[src/design/uart_ahb_pkg.sv]
package uart_ahb_pkg;

  // widths that carry a meaning
  typedef logic [7:0]  byte_t;
  typedef logic [31:0] addr_t;
  typedef logic [31:0] data_t;
  typedef logic [15:0] prescale_t;

  // host command bytes
  localparam byte_t OP_READ  = 8'hA5;
  localparam byte_t OP_WRITE = 8'hA3;

  // 8N1 framing
  localparam int OVERSAMPLE     = 16; // ticks per bit
  localparam int HALF_BIT       = 7;  // mid start bit
  localparam int DATA_BITS      = 8;
  localparam int BYTES_PER_WORD = 4;

  // AHB-Lite codes
  localparam logic [1:0] HTRANS_IDLE   = 2'b00;
  localparam logic [1:0] HTRANS_NONSEQ = 2'b10;
  localparam logic [2:0] HSIZE_WORD    = 3'b010;

  // one decoded bus command
  typedef struct packed {
    logic  write;
    addr_t addr;
    data_t wdata;
  } ahb_cmd_t;

  // shared by uart_rx and uart_tx
  typedef enum logic [1:0] {
    IDLE,
    START,
    DATA,
    STOP
  } uart_state_t;

endpackage
[src/design/uart_ahb_master.sv]
module uart_ahb_master #(
  parameter uart_ahb_pkg::prescale_t PRESCALE = 16'd51
) (
  input  logic                HCLK,
  input  logic                HRESETn,
  output uart_ahb_pkg::addr_t HADDR,
  output logic [1:0]          HTRANS,
  output logic [2:0]          HSIZE,
  output logic                HWRITE,
  output uart_ahb_pkg::data_t HWDATA,
  input  logic                HREADY,
  input  uart_ahb_pkg::data_t HRDATA,
  input  logic                RX,
  output logic                TX
);

  logic                   baud_tick;
  uart_ahb_pkg::byte_t    rx_byte;
  logic                   rx_valid;
  uart_ahb_pkg::ahb_cmd_t cmd;
  logic                   cmd_valid;
  logic                   cmd_ready;
  uart_ahb_pkg::data_t    rd_data;
  logic                   rd_valid;
  logic                   rd_ready;
  uart_ahb_pkg::byte_t    tx_byte;
  logic                   tx_start;
  logic                   tx_done;

  assign HSIZE = uart_ahb_pkg::HSIZE_WORD; // word transfers only

  uart_baud_gen #(.PRESCALE(PRESCALE)) u_baud_gen (
    .HCLK(HCLK), .HRESETn(HRESETn), .baud_tick(baud_tick)
  );

  uart_rx u_rx (
    .HCLK(HCLK), .HRESETn(HRESETn), .baud_tick(baud_tick),
    .rx(RX), .rx_byte(rx_byte), .rx_valid(rx_valid)
  );

  uart_tx u_tx (
    .HCLK(HCLK), .HRESETn(HRESETn), .baud_tick(baud_tick), .tx_start(tx_start),
    .tx_byte(tx_byte), .tx(TX), .tx_done(tx_done)
  );

  cmd_decode u_decode (
    .HCLK(HCLK), .HRESETn(HRESETn), .rx_byte(rx_byte), .rx_valid(rx_valid),
    .cmd(cmd), .cmd_valid(cmd_valid), .cmd_ready(cmd_ready)
  );

  ahb_execute u_execute (
    .HCLK(HCLK), .HRESETn(HRESETn),
    .cmd(cmd), .cmd_valid(cmd_valid), .cmd_ready(cmd_ready),
    .haddr(HADDR), .htrans(HTRANS), .hwrite(HWRITE), .hwdata(HWDATA),
    .hready(HREADY), .hrdata(HRDATA),
    .rd_data(rd_data), .rd_valid(rd_valid), .rd_ready(rd_ready)
  );

  read_result u_result (
    .HCLK(HCLK), .HRESETn(HRESETn), .rd_data(rd_data), .rd_valid(rd_valid),
    .rd_ready(rd_ready), .tx_byte(tx_byte), .tx_start(tx_start), .tx_done(tx_done)
  );

endmodule

[src/design/read_result.sv]
module read_result (
  input  logic                HCLK,
  input  logic                HRESETn,
  input  uart_ahb_pkg::data_t rd_data,
  input  logic                rd_valid,
  output logic                rd_ready,
  output uart_ahb_pkg::byte_t tx_byte,
  output logic                tx_start,
  input  logic                tx_done
);

  localparam int               IDX_W     = $clog2(uart_ahb_pkg::BYTES_PER_WORD);
  localparam logic [IDX_W-1:0] LAST_BYTE = IDX_W'(uart_ahb_pkg::BYTES_PER_WORD - 1);

  logic                busy;
  logic [IDX_W-1:0]    idx;  // byte being sent
  uart_ahb_pkg::data_t word;
  logic                accept;

  assign accept = rd_valid && !busy;

  always_ff @(posedge HCLK or negedge HRESETn)
  begin
    if (!HRESETn)
    begin
      busy     <= 1'b0;
      idx      <= '0;
      tx_start <= 1'b0;
    end
    else
    begin
      tx_start <= accept || (busy && tx_done && idx != LAST_BYTE);
      if (accept)
      begin
        busy <= 1'b1;
        idx  <= '0;
      end
      else if (busy && tx_done)
      begin
        idx <= idx + 1'b1;
        if (idx == LAST_BYTE)
          busy <= 1'b0; // last stop bit is out
      end
    end
  end

  always_ff @(posedge HCLK)
  begin
    if (accept)
      word <= rd_data;
  end

  assign rd_ready = !busy;
  assign tx_byte  = word[8*idx +: 8]; // lsb first

endmodule

[src/design/ahb_execute.sv]
module ahb_execute (
  input  logic                   HCLK,
  input  logic                   HRESETn,
  input  uart_ahb_pkg::ahb_cmd_t cmd,
  input  logic                   cmd_valid,
  output logic                   cmd_ready,
  output uart_ahb_pkg::addr_t    haddr,
  output logic [1:0]             htrans,
  output logic                   hwrite,
  output uart_ahb_pkg::data_t    hwdata,
  input  logic                   hready,
  input  uart_ahb_pkg::data_t    hrdata,
  output uart_ahb_pkg::data_t    rd_data,
  output logic                   rd_valid,
  input  logic                   rd_ready
);

  typedef enum logic [1:0] {
    E_IDLE,
    E_ADDR,
    E_DATA,
    E_RESULT
  } exec_state_t;

  exec_state_t            state;
  uart_ahb_pkg::ahb_cmd_t req;     // accepted command
  uart_ahb_pkg::data_t    rdata_q;

  always_ff @(posedge HCLK or negedge HRESETn)
  begin
    if (!HRESETn)
      state <= E_IDLE;
    else
    begin
      case (state)
        E_IDLE:   if (cmd_valid) state <= E_ADDR;
        E_ADDR:   if (hready) state <= E_DATA;
        E_DATA:   if (hready) state <= req.write ? E_IDLE : E_RESULT;
        default:  if (rd_ready) state <= E_IDLE; // serializer took the word
      endcase
    end
  end

  always_ff @(posedge HCLK)
  begin
    if (state == E_IDLE && cmd_valid)
      req <= cmd;
    if (state == E_DATA && hready && !req.write)
      rdata_q <= hrdata;
  end

  assign cmd_ready = (state == E_IDLE);
  assign haddr     = req.addr;
  assign htrans    = (state == E_ADDR) ? uart_ahb_pkg::HTRANS_NONSEQ : uart_ahb_pkg::HTRANS_IDLE;
  assign hwrite    = (state == E_ADDR) && req.write;
  assign hwdata    = req.wdata; // sampled by the slave in the data phase
  assign rd_data   = rdata_q;
  assign rd_valid  = (state == E_RESULT);

endmodule

[src/design/cmd_decode.sv]
module cmd_decode (
  input  logic                   HCLK,
  input  logic                   HRESETn,
  input  uart_ahb_pkg::byte_t    rx_byte,
  input  logic                   rx_valid,
  output uart_ahb_pkg::ahb_cmd_t cmd,
  output logic                   cmd_valid,
  input  logic                   cmd_ready
);

  localparam int         IDX_W     = $clog2(uart_ahb_pkg::BYTES_PER_WORD);
  localparam logic [IDX_W-1:0] LAST_BYTE = IDX_W'(uart_ahb_pkg::BYTES_PER_WORD - 1);

  typedef enum logic [1:0] {
    S_OPCODE,
    S_ADDR,
    S_WDATA,
    S_HOLD
  } dec_state_t;

  dec_state_t       state;
  logic [IDX_W-1:0] idx; // byte lane within addr or wdata
  logic             is_opcode;

  assign is_opcode = (rx_byte == uart_ahb_pkg::OP_READ) ||
                     (rx_byte == uart_ahb_pkg::OP_WRITE);

  always_ff @(posedge HCLK or negedge HRESETn)
  begin
    if (!HRESETn)
    begin
      state <= S_OPCODE;
      idx   <= '0;
    end
    else
    begin
      case (state)
        S_OPCODE:
          if (rx_valid && is_opcode) // anything else is dropped here
          begin
            state <= S_ADDR;
            idx   <= '0;
          end
        S_ADDR:
          if (rx_valid)
          begin
            idx <= idx + 1'b1;
            if (idx == LAST_BYTE)
              state <= cmd.write ? S_WDATA : S_HOLD;
          end
        S_WDATA:
          if (rx_valid)
          begin
            idx <= idx + 1'b1;
            if (idx == LAST_BYTE)
              state <= S_HOLD;
          end
        default:
          if (cmd_ready)
            state <= S_OPCODE; // bytes received while holding are lost
      endcase
    end
  end

  // command fields, lsb lane first
  always_ff @(posedge HCLK)
  begin
    if (rx_valid)
    begin
      case (state)
        S_OPCODE: cmd.write              <= (rx_byte == uart_ahb_pkg::OP_WRITE);
        S_ADDR:   cmd.addr[8*idx +: 8]   <= rx_byte;
        S_WDATA:  cmd.wdata[8*idx +: 8]  <= rx_byte;
        default:  ;
      endcase
    end
  end

  assign cmd_valid = (state == S_HOLD);

endmodule

[src/design/uart_tx.sv]
module uart_tx (
  input  logic                HCLK,
  input  logic                HRESETn,
  input  logic                baud_tick,
  input  logic                tx_start,
  input  uart_ahb_pkg::byte_t tx_byte,
  output logic                tx,
  output logic                tx_done
);

  localparam logic [3:0] LAST_TICK = 4'(uart_ahb_pkg::OVERSAMPLE - 1);
  localparam logic [2:0] LAST_BIT  = 3'(uart_ahb_pkg::DATA_BITS - 1);

  uart_ahb_pkg::uart_state_t state;
  logic [3:0]                tick_cnt;
  logic [2:0]                bit_cnt;
  logic                      tx_reg;
  uart_ahb_pkg::byte_t       shift;
  logic                      bit_end;

  assign bit_end = baud_tick && (tick_cnt == LAST_TICK);

  always_ff @(posedge HCLK or negedge HRESETn)
  begin
    if (!HRESETn)
    begin
      state    <= uart_ahb_pkg::IDLE;
      tick_cnt <= '0;
      bit_cnt  <= '0;
      tx_reg   <= 1'b1;
    end
    else
    begin
      if (state != uart_ahb_pkg::IDLE && baud_tick)
        tick_cnt <= tick_cnt + 1'b1;
      case (state)
        uart_ahb_pkg::IDLE:
          if (tx_start)
          begin
            state    <= uart_ahb_pkg::START;
            tick_cnt <= '0;
            tx_reg   <= 1'b0; // start bit
          end
        uart_ahb_pkg::START:
          if (bit_end)
          begin
            state   <= uart_ahb_pkg::DATA;
            bit_cnt <= '0;
            tx_reg  <= shift[0];
          end
        uart_ahb_pkg::DATA:
          if (bit_end)
          begin
            bit_cnt <= bit_cnt + 1'b1;
            if (bit_cnt == LAST_BIT)
            begin
              state  <= uart_ahb_pkg::STOP;
              tx_reg <= 1'b1;
            end
            else
            begin
              tx_reg <= shift[1]; // next bit before the shift lands
            end
          end
        default:
          if (bit_end)
            state <= uart_ahb_pkg::IDLE;
      endcase
    end
  end

  always_ff @(posedge HCLK)
  begin
    if (state == uart_ahb_pkg::IDLE && tx_start)
      shift <= tx_byte;
    else if (state == uart_ahb_pkg::DATA && bit_end)
      shift <= shift >> 1;
  end

  assign tx      = tx_reg;
  assign tx_done = (state == uart_ahb_pkg::STOP) && bit_end;

endmodule

[src/design/uart_rx.sv]
module uart_rx (
  input  logic                HCLK,
  input  logic                HRESETn,
  input  logic                baud_tick,
  input  logic                rx,
  output uart_ahb_pkg::byte_t rx_byte,
  output logic                rx_valid
);

  localparam logic [3:0] LAST_TICK = 4'(uart_ahb_pkg::OVERSAMPLE - 1);
  localparam logic [3:0] MID_START = 4'(uart_ahb_pkg::HALF_BIT);
  localparam logic [2:0] LAST_BIT  = 3'(uart_ahb_pkg::DATA_BITS - 1);

  uart_ahb_pkg::uart_state_t state;
  logic [1:0]                rx_sync;  // two-flop synchronizer
  logic                      rx_s;
  logic [3:0]                tick_cnt;
  logic [2:0]                bit_cnt;
  uart_ahb_pkg::byte_t       shift;

  assign rx_s = rx_sync[1];

  always_ff @(posedge HCLK or negedge HRESETn)
  begin
    if (!HRESETn)
    begin
      rx_sync  <= 2'b11; // line idles high
      state    <= uart_ahb_pkg::IDLE;
      tick_cnt <= '0;
      bit_cnt  <= '0;
    end
    else
    begin
      rx_sync <= {rx_sync[0], rx};
      case (state)
        uart_ahb_pkg::IDLE:
          if (!rx_s)
          begin
            state    <= uart_ahb_pkg::START;
            tick_cnt <= '0;
          end
        uart_ahb_pkg::START:
          if (baud_tick)
          begin
            if (tick_cnt == MID_START)
            begin
              // a glitch shorter than half a bit goes back to idle
              state    <= rx_s ? uart_ahb_pkg::IDLE : uart_ahb_pkg::DATA;
              tick_cnt <= '0;
              bit_cnt  <= '0;
            end
            else
            begin
              tick_cnt <= tick_cnt + 1'b1;
            end
          end
        uart_ahb_pkg::DATA:
          if (baud_tick)
          begin
            tick_cnt <= tick_cnt + 1'b1; // wraps every bit
            if (tick_cnt == LAST_TICK)
            begin
              bit_cnt <= bit_cnt + 1'b1;
              if (bit_cnt == LAST_BIT)
                state <= uart_ahb_pkg::STOP;
            end
          end
        default:
          if (baud_tick)
          begin
            tick_cnt <= tick_cnt + 1'b1;
            if (tick_cnt == LAST_TICK)
              state <= uart_ahb_pkg::IDLE;
          end
      endcase
    end
  end

  // lsb first, sampled mid-bit
  always_ff @(posedge HCLK)
  begin
    if (state == uart_ahb_pkg::DATA && baud_tick && tick_cnt == LAST_TICK)
      shift <= {rx_s, shift[7:1]};
  end

  assign rx_byte  = shift;
  assign rx_valid = (state == uart_ahb_pkg::STOP) && baud_tick && (tick_cnt == LAST_TICK);

endmodule

[src/design/uart_baud_gen.sv]
module uart_baud_gen #(
  parameter uart_ahb_pkg::prescale_t PRESCALE = 16'd51
) (
  input  logic HCLK,
  input  logic HRESETn,
  output logic baud_tick
);

  uart_ahb_pkg::prescale_t count;

  // wraps at PRESCALE, so one tick per PRESCALE+1 clocks
  always_ff @(posedge HCLK or negedge HRESETn)
  begin
    if (!HRESETn)
    begin
      count <= '0;
    end
    else if (count == PRESCALE)
    begin
      count <= '0;
    end
    else
    begin
      count <= count + 1'b1;
    end
  end

  assign baud_tick = (count == PRESCALE); // 16x bit rate

endmodule

[config.mk]
export PLATFORM = sky130hd
export DESIGN_NAME = uart_ahb_master
export DESIGN_NICKNAME = d
export VERILOG_FILES = /design/src/design/uart_ahb_pkg.sv /design/src/design/uart_ahb_master.sv /design/src/design/read_result.sv /design/src/design/ahb_execute.sv /design/src/design/cmd_decode.sv /design/src/design/uart_tx.sv /design/src/design/uart_rx.sv /design/src/design/uart_baud_gen.sv
export SDC_FILE = /design/constraint.sdc
export NUM_CORES = 1
export LEC_CHECK = 0
export BUFFER_PORTS_ARGS = -buffer_cell sky130_fd_sc_hd__buf_4
export CORE_MARGIN = 1
export CORE_UTILIZATION = 58
export CTS_BUF_LIST = sky130_fd_sc_hd__clkbuf_4 sky130_fd_sc_hd__clkbuf_8 sky130_fd_sc_hd__clkbuf_16
export DETAILED_ROUTE_END_ITERATION = 10
export MAX_ROUTING_LAYER = met4
export PLACE_DENSITY = 0.77
export SLEW_MARGIN = 20
export SYNTH_ARGS = -nofsm -noshare
export SYNTH_HDL_FRONTEND = slang
export SYNTH_SLANG_ARGS = --single-unit
[constraint.sdc]
create_clock -name HCLK -period 5.1 [get_ports HCLK]
set_clock_uncertainty 0.05 [all_clocks]
set_input_delay 0.765 -clock HCLK [delete_from_list [all_inputs] [get_ports HCLK]]
set_output_delay 0.765 -clock HCLK [all_outputs]
set_load 0.01 [all_outputs]
---- Word level (Yosys, flattened, before mapping) ----
Index checks and enable logic that the tools add are counted.
storage, ports and cells
  bits in read-only memories .............. 0
  flip-flop bits (word level) ............. 257
  logic and storage cells ................. 195
  latch bits .............................. 0
  input bits .............................. 36
  memory bits (writable) .................. 0
  memories kept ........................... 0
operators by class
  eq/ne operators ......................... 43
  bitwise gates (word level) .............. 0
  div/mod/pow operators ................... 0
  add/sub/neg operators ................... 8
  reductions and logical operators ........ 51
  multiplexer cells ....................... 65
  order comparisons ....................... 0
  $mul .................................... 0
  shift-type cells ........................ 3
operators by type and width
  kind                     count
  $bwmux 32                2
  $mux 2                   30
  $neg 5->34               1
  $shift 8x34->32 const A  1
  $shiftx 8x34->32         1
  $ne 2x1->1 const B       16
  $shiftx 32x6->8          1
  $mux 4                   7
  $pmux 2 s3               4
  $eq 2x2->1 const B       10
  $mux 3                   6
  $reduce_bool 2->1        9
  $logic_and 1x1->1        17
  $add 16x1->16 const B    1
  $eq 16x6->1 const B      1
  $eq 8x8->1 const B       2
  $mux 16                  1
  $mux 8                   2
  $pmux 3 s2               2
  $reduce_and 5->1         2
  $reduce_and 3->1         3
  $add 4x1->4 const B      2
  $eq 2x1->1 const B       4
  $eq 4x4->1 const B       2
  other kinds (20)         43

---- Longest topological paths before layout ----
  depth after elaboration ................. 6
  mapped depth ............................ 7
  depth with buffers taken out ............ 7

---- Hierarchy ----
From an unflattened synthesis, not the netlist that was laid out.
unflattened totals
  cell total of the unflattened synthesis .. 631
  area total of the unflattened synthesis .. 10309.9 um^2
by module, submodules not included
  module           cells each  times used  area each (um^2)
  ahb_execute      187         1           3656.0
  cmd_decode       167         1           2692.6
  read_result      60          1           1348.8
  uart_tx          78          1           975.9
  uart_rx          67          1           843.3
  uart_baud_gen    67          1           763.2
  uart_ahb_master  5           1           30.0

---- Worst setup path before layout ----
No wires, ideal clock.
  path kind ............................... input -> register
  start point ............................. input HREADY
  end point ............................... register u_execute.rdata_q[0] (netlist: u_execute.rd_data[0]) (enable)
  slack ................................... 636 ps
  arrival time ............................ 3911 ps
  path buffers ............................ 0
  setup time .............................. 503 ps
  stages on the path ...................... 1
  cell sequence ........................... nor4bb_1
between the ends
  longest elaborated chain between the ends .. 2
ends and longest elaborated chain
  element                          RTL line               source
  start, declared                  uart_ahb_master.sv:11  input logic HREADY,
  $logic_and 1x1->1 (2 in series)  ahb_execute.sv:48      if (state == E_DATA && hready && !req.write)
  end signal, assigned             ahb_execute.sv:49      rdata_q <= hrdata;
  end, declared                    ahb_execute.sv:27      uart_ahb_pkg::data_t rdata_q;
Every way passes these cells.
A chain may end at the register's enable or synchronous reset.

---- Final worst setup path ----
  start point ............................. register u_baud_gen.count[0]
  end point ............................... register u_tx.shift[6] (enable)
between the ends
  longest elaborated chain between the ends .. 4
ends and longest elaborated chain
  element                      RTL line             source
  start, declared              uart_baud_gen.sv:9   uart_ahb_pkg::prescale_t count;
  start signal, assigned       uart_baud_gen.sv:24  count <= count + 1'b1;
  $eq 16x6->1                  uart_baud_gen.sv:28  assign baud_tick = (count == PRESCALE);
  $logic_and 1x1->1            uart_tx.sv:21        assign bit_end = baud_tick && (tick_cnt == LAST_TICK);
  $logic_and 1x1->1            uart_tx.sv:76        else if (state == uart_ahb_pkg::DATA && bit_end)
  $reduce_bool 2->1 (no line)  --
  end signal, assigned         uart_tx.sv:75        shift <= tx_byte;
  end signal, assigned         uart_tx.sv:77        shift <= shift >> 1;
  end, declared                uart_tx.sv:18        uart_ahb_pkg::byte_t shift;
Every way passes these cells.

==> summary.json <==
{
  "outcome": "completed",
  "wl_per_cell_um": 17.2,
  "finish.cell_count_without_fillers": 907,
  "first_pass_detailed_route_iteration_total": 4,
  "die-width_um": 134,
  "ir_worst_vdd_mv": 0.306,
  "ctsHtreeMaxLevel": 1,
  "timing.hold.worst.class": "in -> async",
  "die_height_um": 134,
  "maxCapViolCount": 0,
  "synth_common_cells": "210 x sky130_fd_sc_hd__edfxtp_1, 69 x sky130_fd_sc_hd__buf_4, 44 x sky130_fd_sc_hd__dfrtp_1, 37 x sky130_fd_sc_hd__and2_1, 24 x sky130_fd_sc_hd__nand2_1",
  "grt_start_max_net_pins": 66,
  "post-route-min-period_ns": 2.56,
  "diodes": 0,
  "power_per_cell_area_nw_per_um2": 350,
  "setup_viol": 0,
  "layout_worst_path_cycle_share": 0.503,
  "placed_cells_incl_taps": 863,
  "detail-route-antenna-nets": 0,
  "cts_hold_buffers": 0,
  "avgSynthCellArea_um2": 16.5,
  "grt_setup_unrepaired": "no",
  "cts_inserted_buffers": 24,
  "final_max_slew_viol_count": 0,
  "worst_ep_arrival_time_ns": 2.69,
  "power.static_leakage_nw": 3.89,
  "yosys_register_bits": 257,
  "vias_per_cell": 5.42,
  "timing_worst_slew_pin_value_ns": 0.949,
  "worst_setup_path_start_kind": "flop",
  "ranking_of_synthesized_cells_by_area": "sky130_fd_sc_hd__edfxtp_1 63%, sky130_fd_sc_hd__dfrtp_1 11%, sky130_fd_sc_hd__buf_4 5.1%",
  "pin_count": 107,
  "synth_edf_count": 210,
  "yosys.area.top_type_share": 0.627,
  "drive_above_1_share": 0.255,
  "ys_dominant_reg_cell": "sky130_fd_sc_hd__edfxtp_1",
  "dr.first_iter.drc_count": 273,
  "cts.root.buffer_cell": "sky130_fd_sc_hd__clkbuf_16",
  "grt_remaining_overflow": 0,
  "place_hpwl_um": 10600,
  "grt_use_total": 0.187,
  "max_flop_register": "u_decode.cmd",
  "mapped_cells": 611,
  "worstPathMaxFanout": 13,
  "ys_types": 55,
  "route.detailed.drc": 0,
  "gp_routability_congestion": 0.872,
  "largest_reg_flops": 65,
  "clock_tree.buffer_depth": 3,
  "number_of_global_route_vias_before_repair": 4983,
  "path_class": "reg -> reg",
  "post_synth_instance_area_um2": 10100,
  "postCtsSetupRepairBufs": 0,
  "start_util": 0.601,
  "fmax_mhz": 390,
  "syn_to_final_growth_pct": 13.1,
  "post_cts_resize_count": 0,
  "cts_sinks": 257,
  "placementRows": 47,
  "timing.critical_path.required_ns": 5.22,
  "dr_total_vias": 4918,
  "postRouteWirelength_um": 15600,
  "relSlewSlack": 0.366,
  "core_region_area_um2": 16800,
  "final.setup.tns_ns": 0,
  "cts_tree": "yes",
  "netlist.top_cell.by_area": "sky130_fd_sc_hd__edfxtp_1",
  "timing.final.hold_violations": 0,
  "grt_antenna_before_repair": 0,
  "synth_most_common_cell": "sky130_fd_sc_hd__edfxtp_1",
  "synthArstFlopShare": 0.183,
  "final_net_count": 728,
  "grt_pass1_wl_um": 25200,
  "synth-seq-area-share": 0.744,
  "cp-end-kind": "flop",
  "worst_setup_hold_path_clk_slew_ns": 0.06,
  "dieArea_um2": 17900,
  "yosys_warnings": 0,
  "insertion_delay_ns": 0.50,
  "placement.io_buffers": 102
}
## stage by stage
step	hold slack (ns)	util	setup slack, ns	instance area (um2)	total power [W]
after floorplan	0.295	-	0.636	10100	0.00230
after global placement	0.310	0.633	2.66	10600	0.00232
after detailed placement	0.307	0.633	2.55	10600	0.00232
after CTS	0.239	0.679	2.53	11400	0.00402
after global routing	0.266	0.679	2.34	11400	0.00409
final	0.228	0.679	2.54	11400	0.00398
## placed cells by master, fill, tap and decap left out, types with 6 or more instances in the layout
cell type / synthesis / layout
sky130_fd_sc_hd__nor2_1: 21 / 20
sky130_fd_sc_hd__nand4_1: 6 / 6
sky130_fd_sc_hd__buf_4: 69 / 104
sky130_fd_sc_hd__dfrtp_1: 44 / 44
sky130_fd_sc_hd__nand2_1: 24 / 24
sky130_fd_sc_hd__inv_1: 15 / 15
sky130_fd_sc_hd__xnor2_1: 10 / 10
sky130_fd_sc_hd__ha_1: 23 / 23
sky130_fd_sc_hd__nor3_1: 10 / 10
sky130_fd_sc_hd__xor2_1: 8 / 8
sky130_fd_sc_hd__a21oi_1: 13 / 13
sky130_fd_sc_hd__and3_1: 11 / 11
sky130_fd_sc_hd__o21ai_0: 11 / 11
sky130_fd_sc_hd__nand3_1: 10 / 10
sky130_fd_sc_hd__mux4_2: 8 / 8
sky130_fd_sc_hd__edfxtp_1: 210 / 210
sky130_fd_sc_hd__clkbuf_16: 0 / 25
sky130_fd_sc_hd__and2_1: 37 / 36
sky130_fd_sc_hd__clkbuf_4: 0 / 6
sky130_fd_sc_hd__mux2_2: 9 / 9
## report_power, final
| group | switching (W) | total [W] | internal, W |
|---|---|---|---|
| Clock | 0.000708 | 0.00170 | 0.000996 |
| Combinational | 0.0000137 | 0.0000310 | 0.0000173 |
| Sequential | 0.000000445 | 0.00225 | 0.00225 |
| Total | 0.000722 | 0.00398 | 0.00326 |
## cells by family after synthesis
logic type	after synthesis	share of synthesized area
flops	257	0.744
simple gates	148	0.0850
buf+inv	90	0.0595
compound gates	50	0.0326
fa+ha+maj	23	0.0286
mux	23	0.0341
xor+xnor	18	0.0157
other cells	2	0.000746
## critical path, stage by stage, from the launching register on
cell and delay [ns]:
sky130_fd_sc_hd__dfrtp_1 0.39, sky130_fd_sc_hd__ha_1 0.27, sky130_fd_sc_hd__nor3b_1 0.28, sky130_fd_sc_hd__and4_1 0.54
sky130_fd_sc_hd__and2_1 0.32, sky130_fd_sc_hd__nand2_1 0.11, sky130_fd_sc_hd__nand2_1 0.27
## worst paths after layout
check	startpoint	slack, ns	endpoint	cells after the start
max in group asynchronous	HRESETn	4.36	u_baud_gen.count[8]	1
hold / removal	HRESETn	0.23	u_tx.state[0]	1
hold reg to reg	u_rx.rx_sync[0]	0.31	u_rx.rx_sync[1]	0
min in group HCLK	u_rx.rx_sync[0]	0.31	u_rx.rx_sync[1]	0
setup reg to reg	u_baud_gen.count[0]	2.54	u_tx.shift[6]	6
setup / recovery	u_baud_gen.count[0]	2.54	u_tx.shift[6]	6
## per-layer routing
metal,wire (um),vias up,share of wire,global-route usage
met5,0,-,0,-
met1,6250,2450,0.40,0.221
met4,206,0,0.013,0.0543
met3,688,20,0.044,0.0263
met2,8460,130,0.54,0.331
li1,-,2318,-,-
## final cells by class
| cell class | count | area, um2 |
|---|---|---|
| sequential | 257 | 7490 |
| fill | 1079 | 5370 |
| multi-input combinational | 266 | 2010 |
| timing repair buffer | 104 | 781 |
| clock buffer | 32 | 684 |
| tap | 220 | 275 |
| clock inverter | 12 | 88.8 |
| inverter | 16 | 60.1 |
No activity file was read; power rests on OpenSTA's default activity.
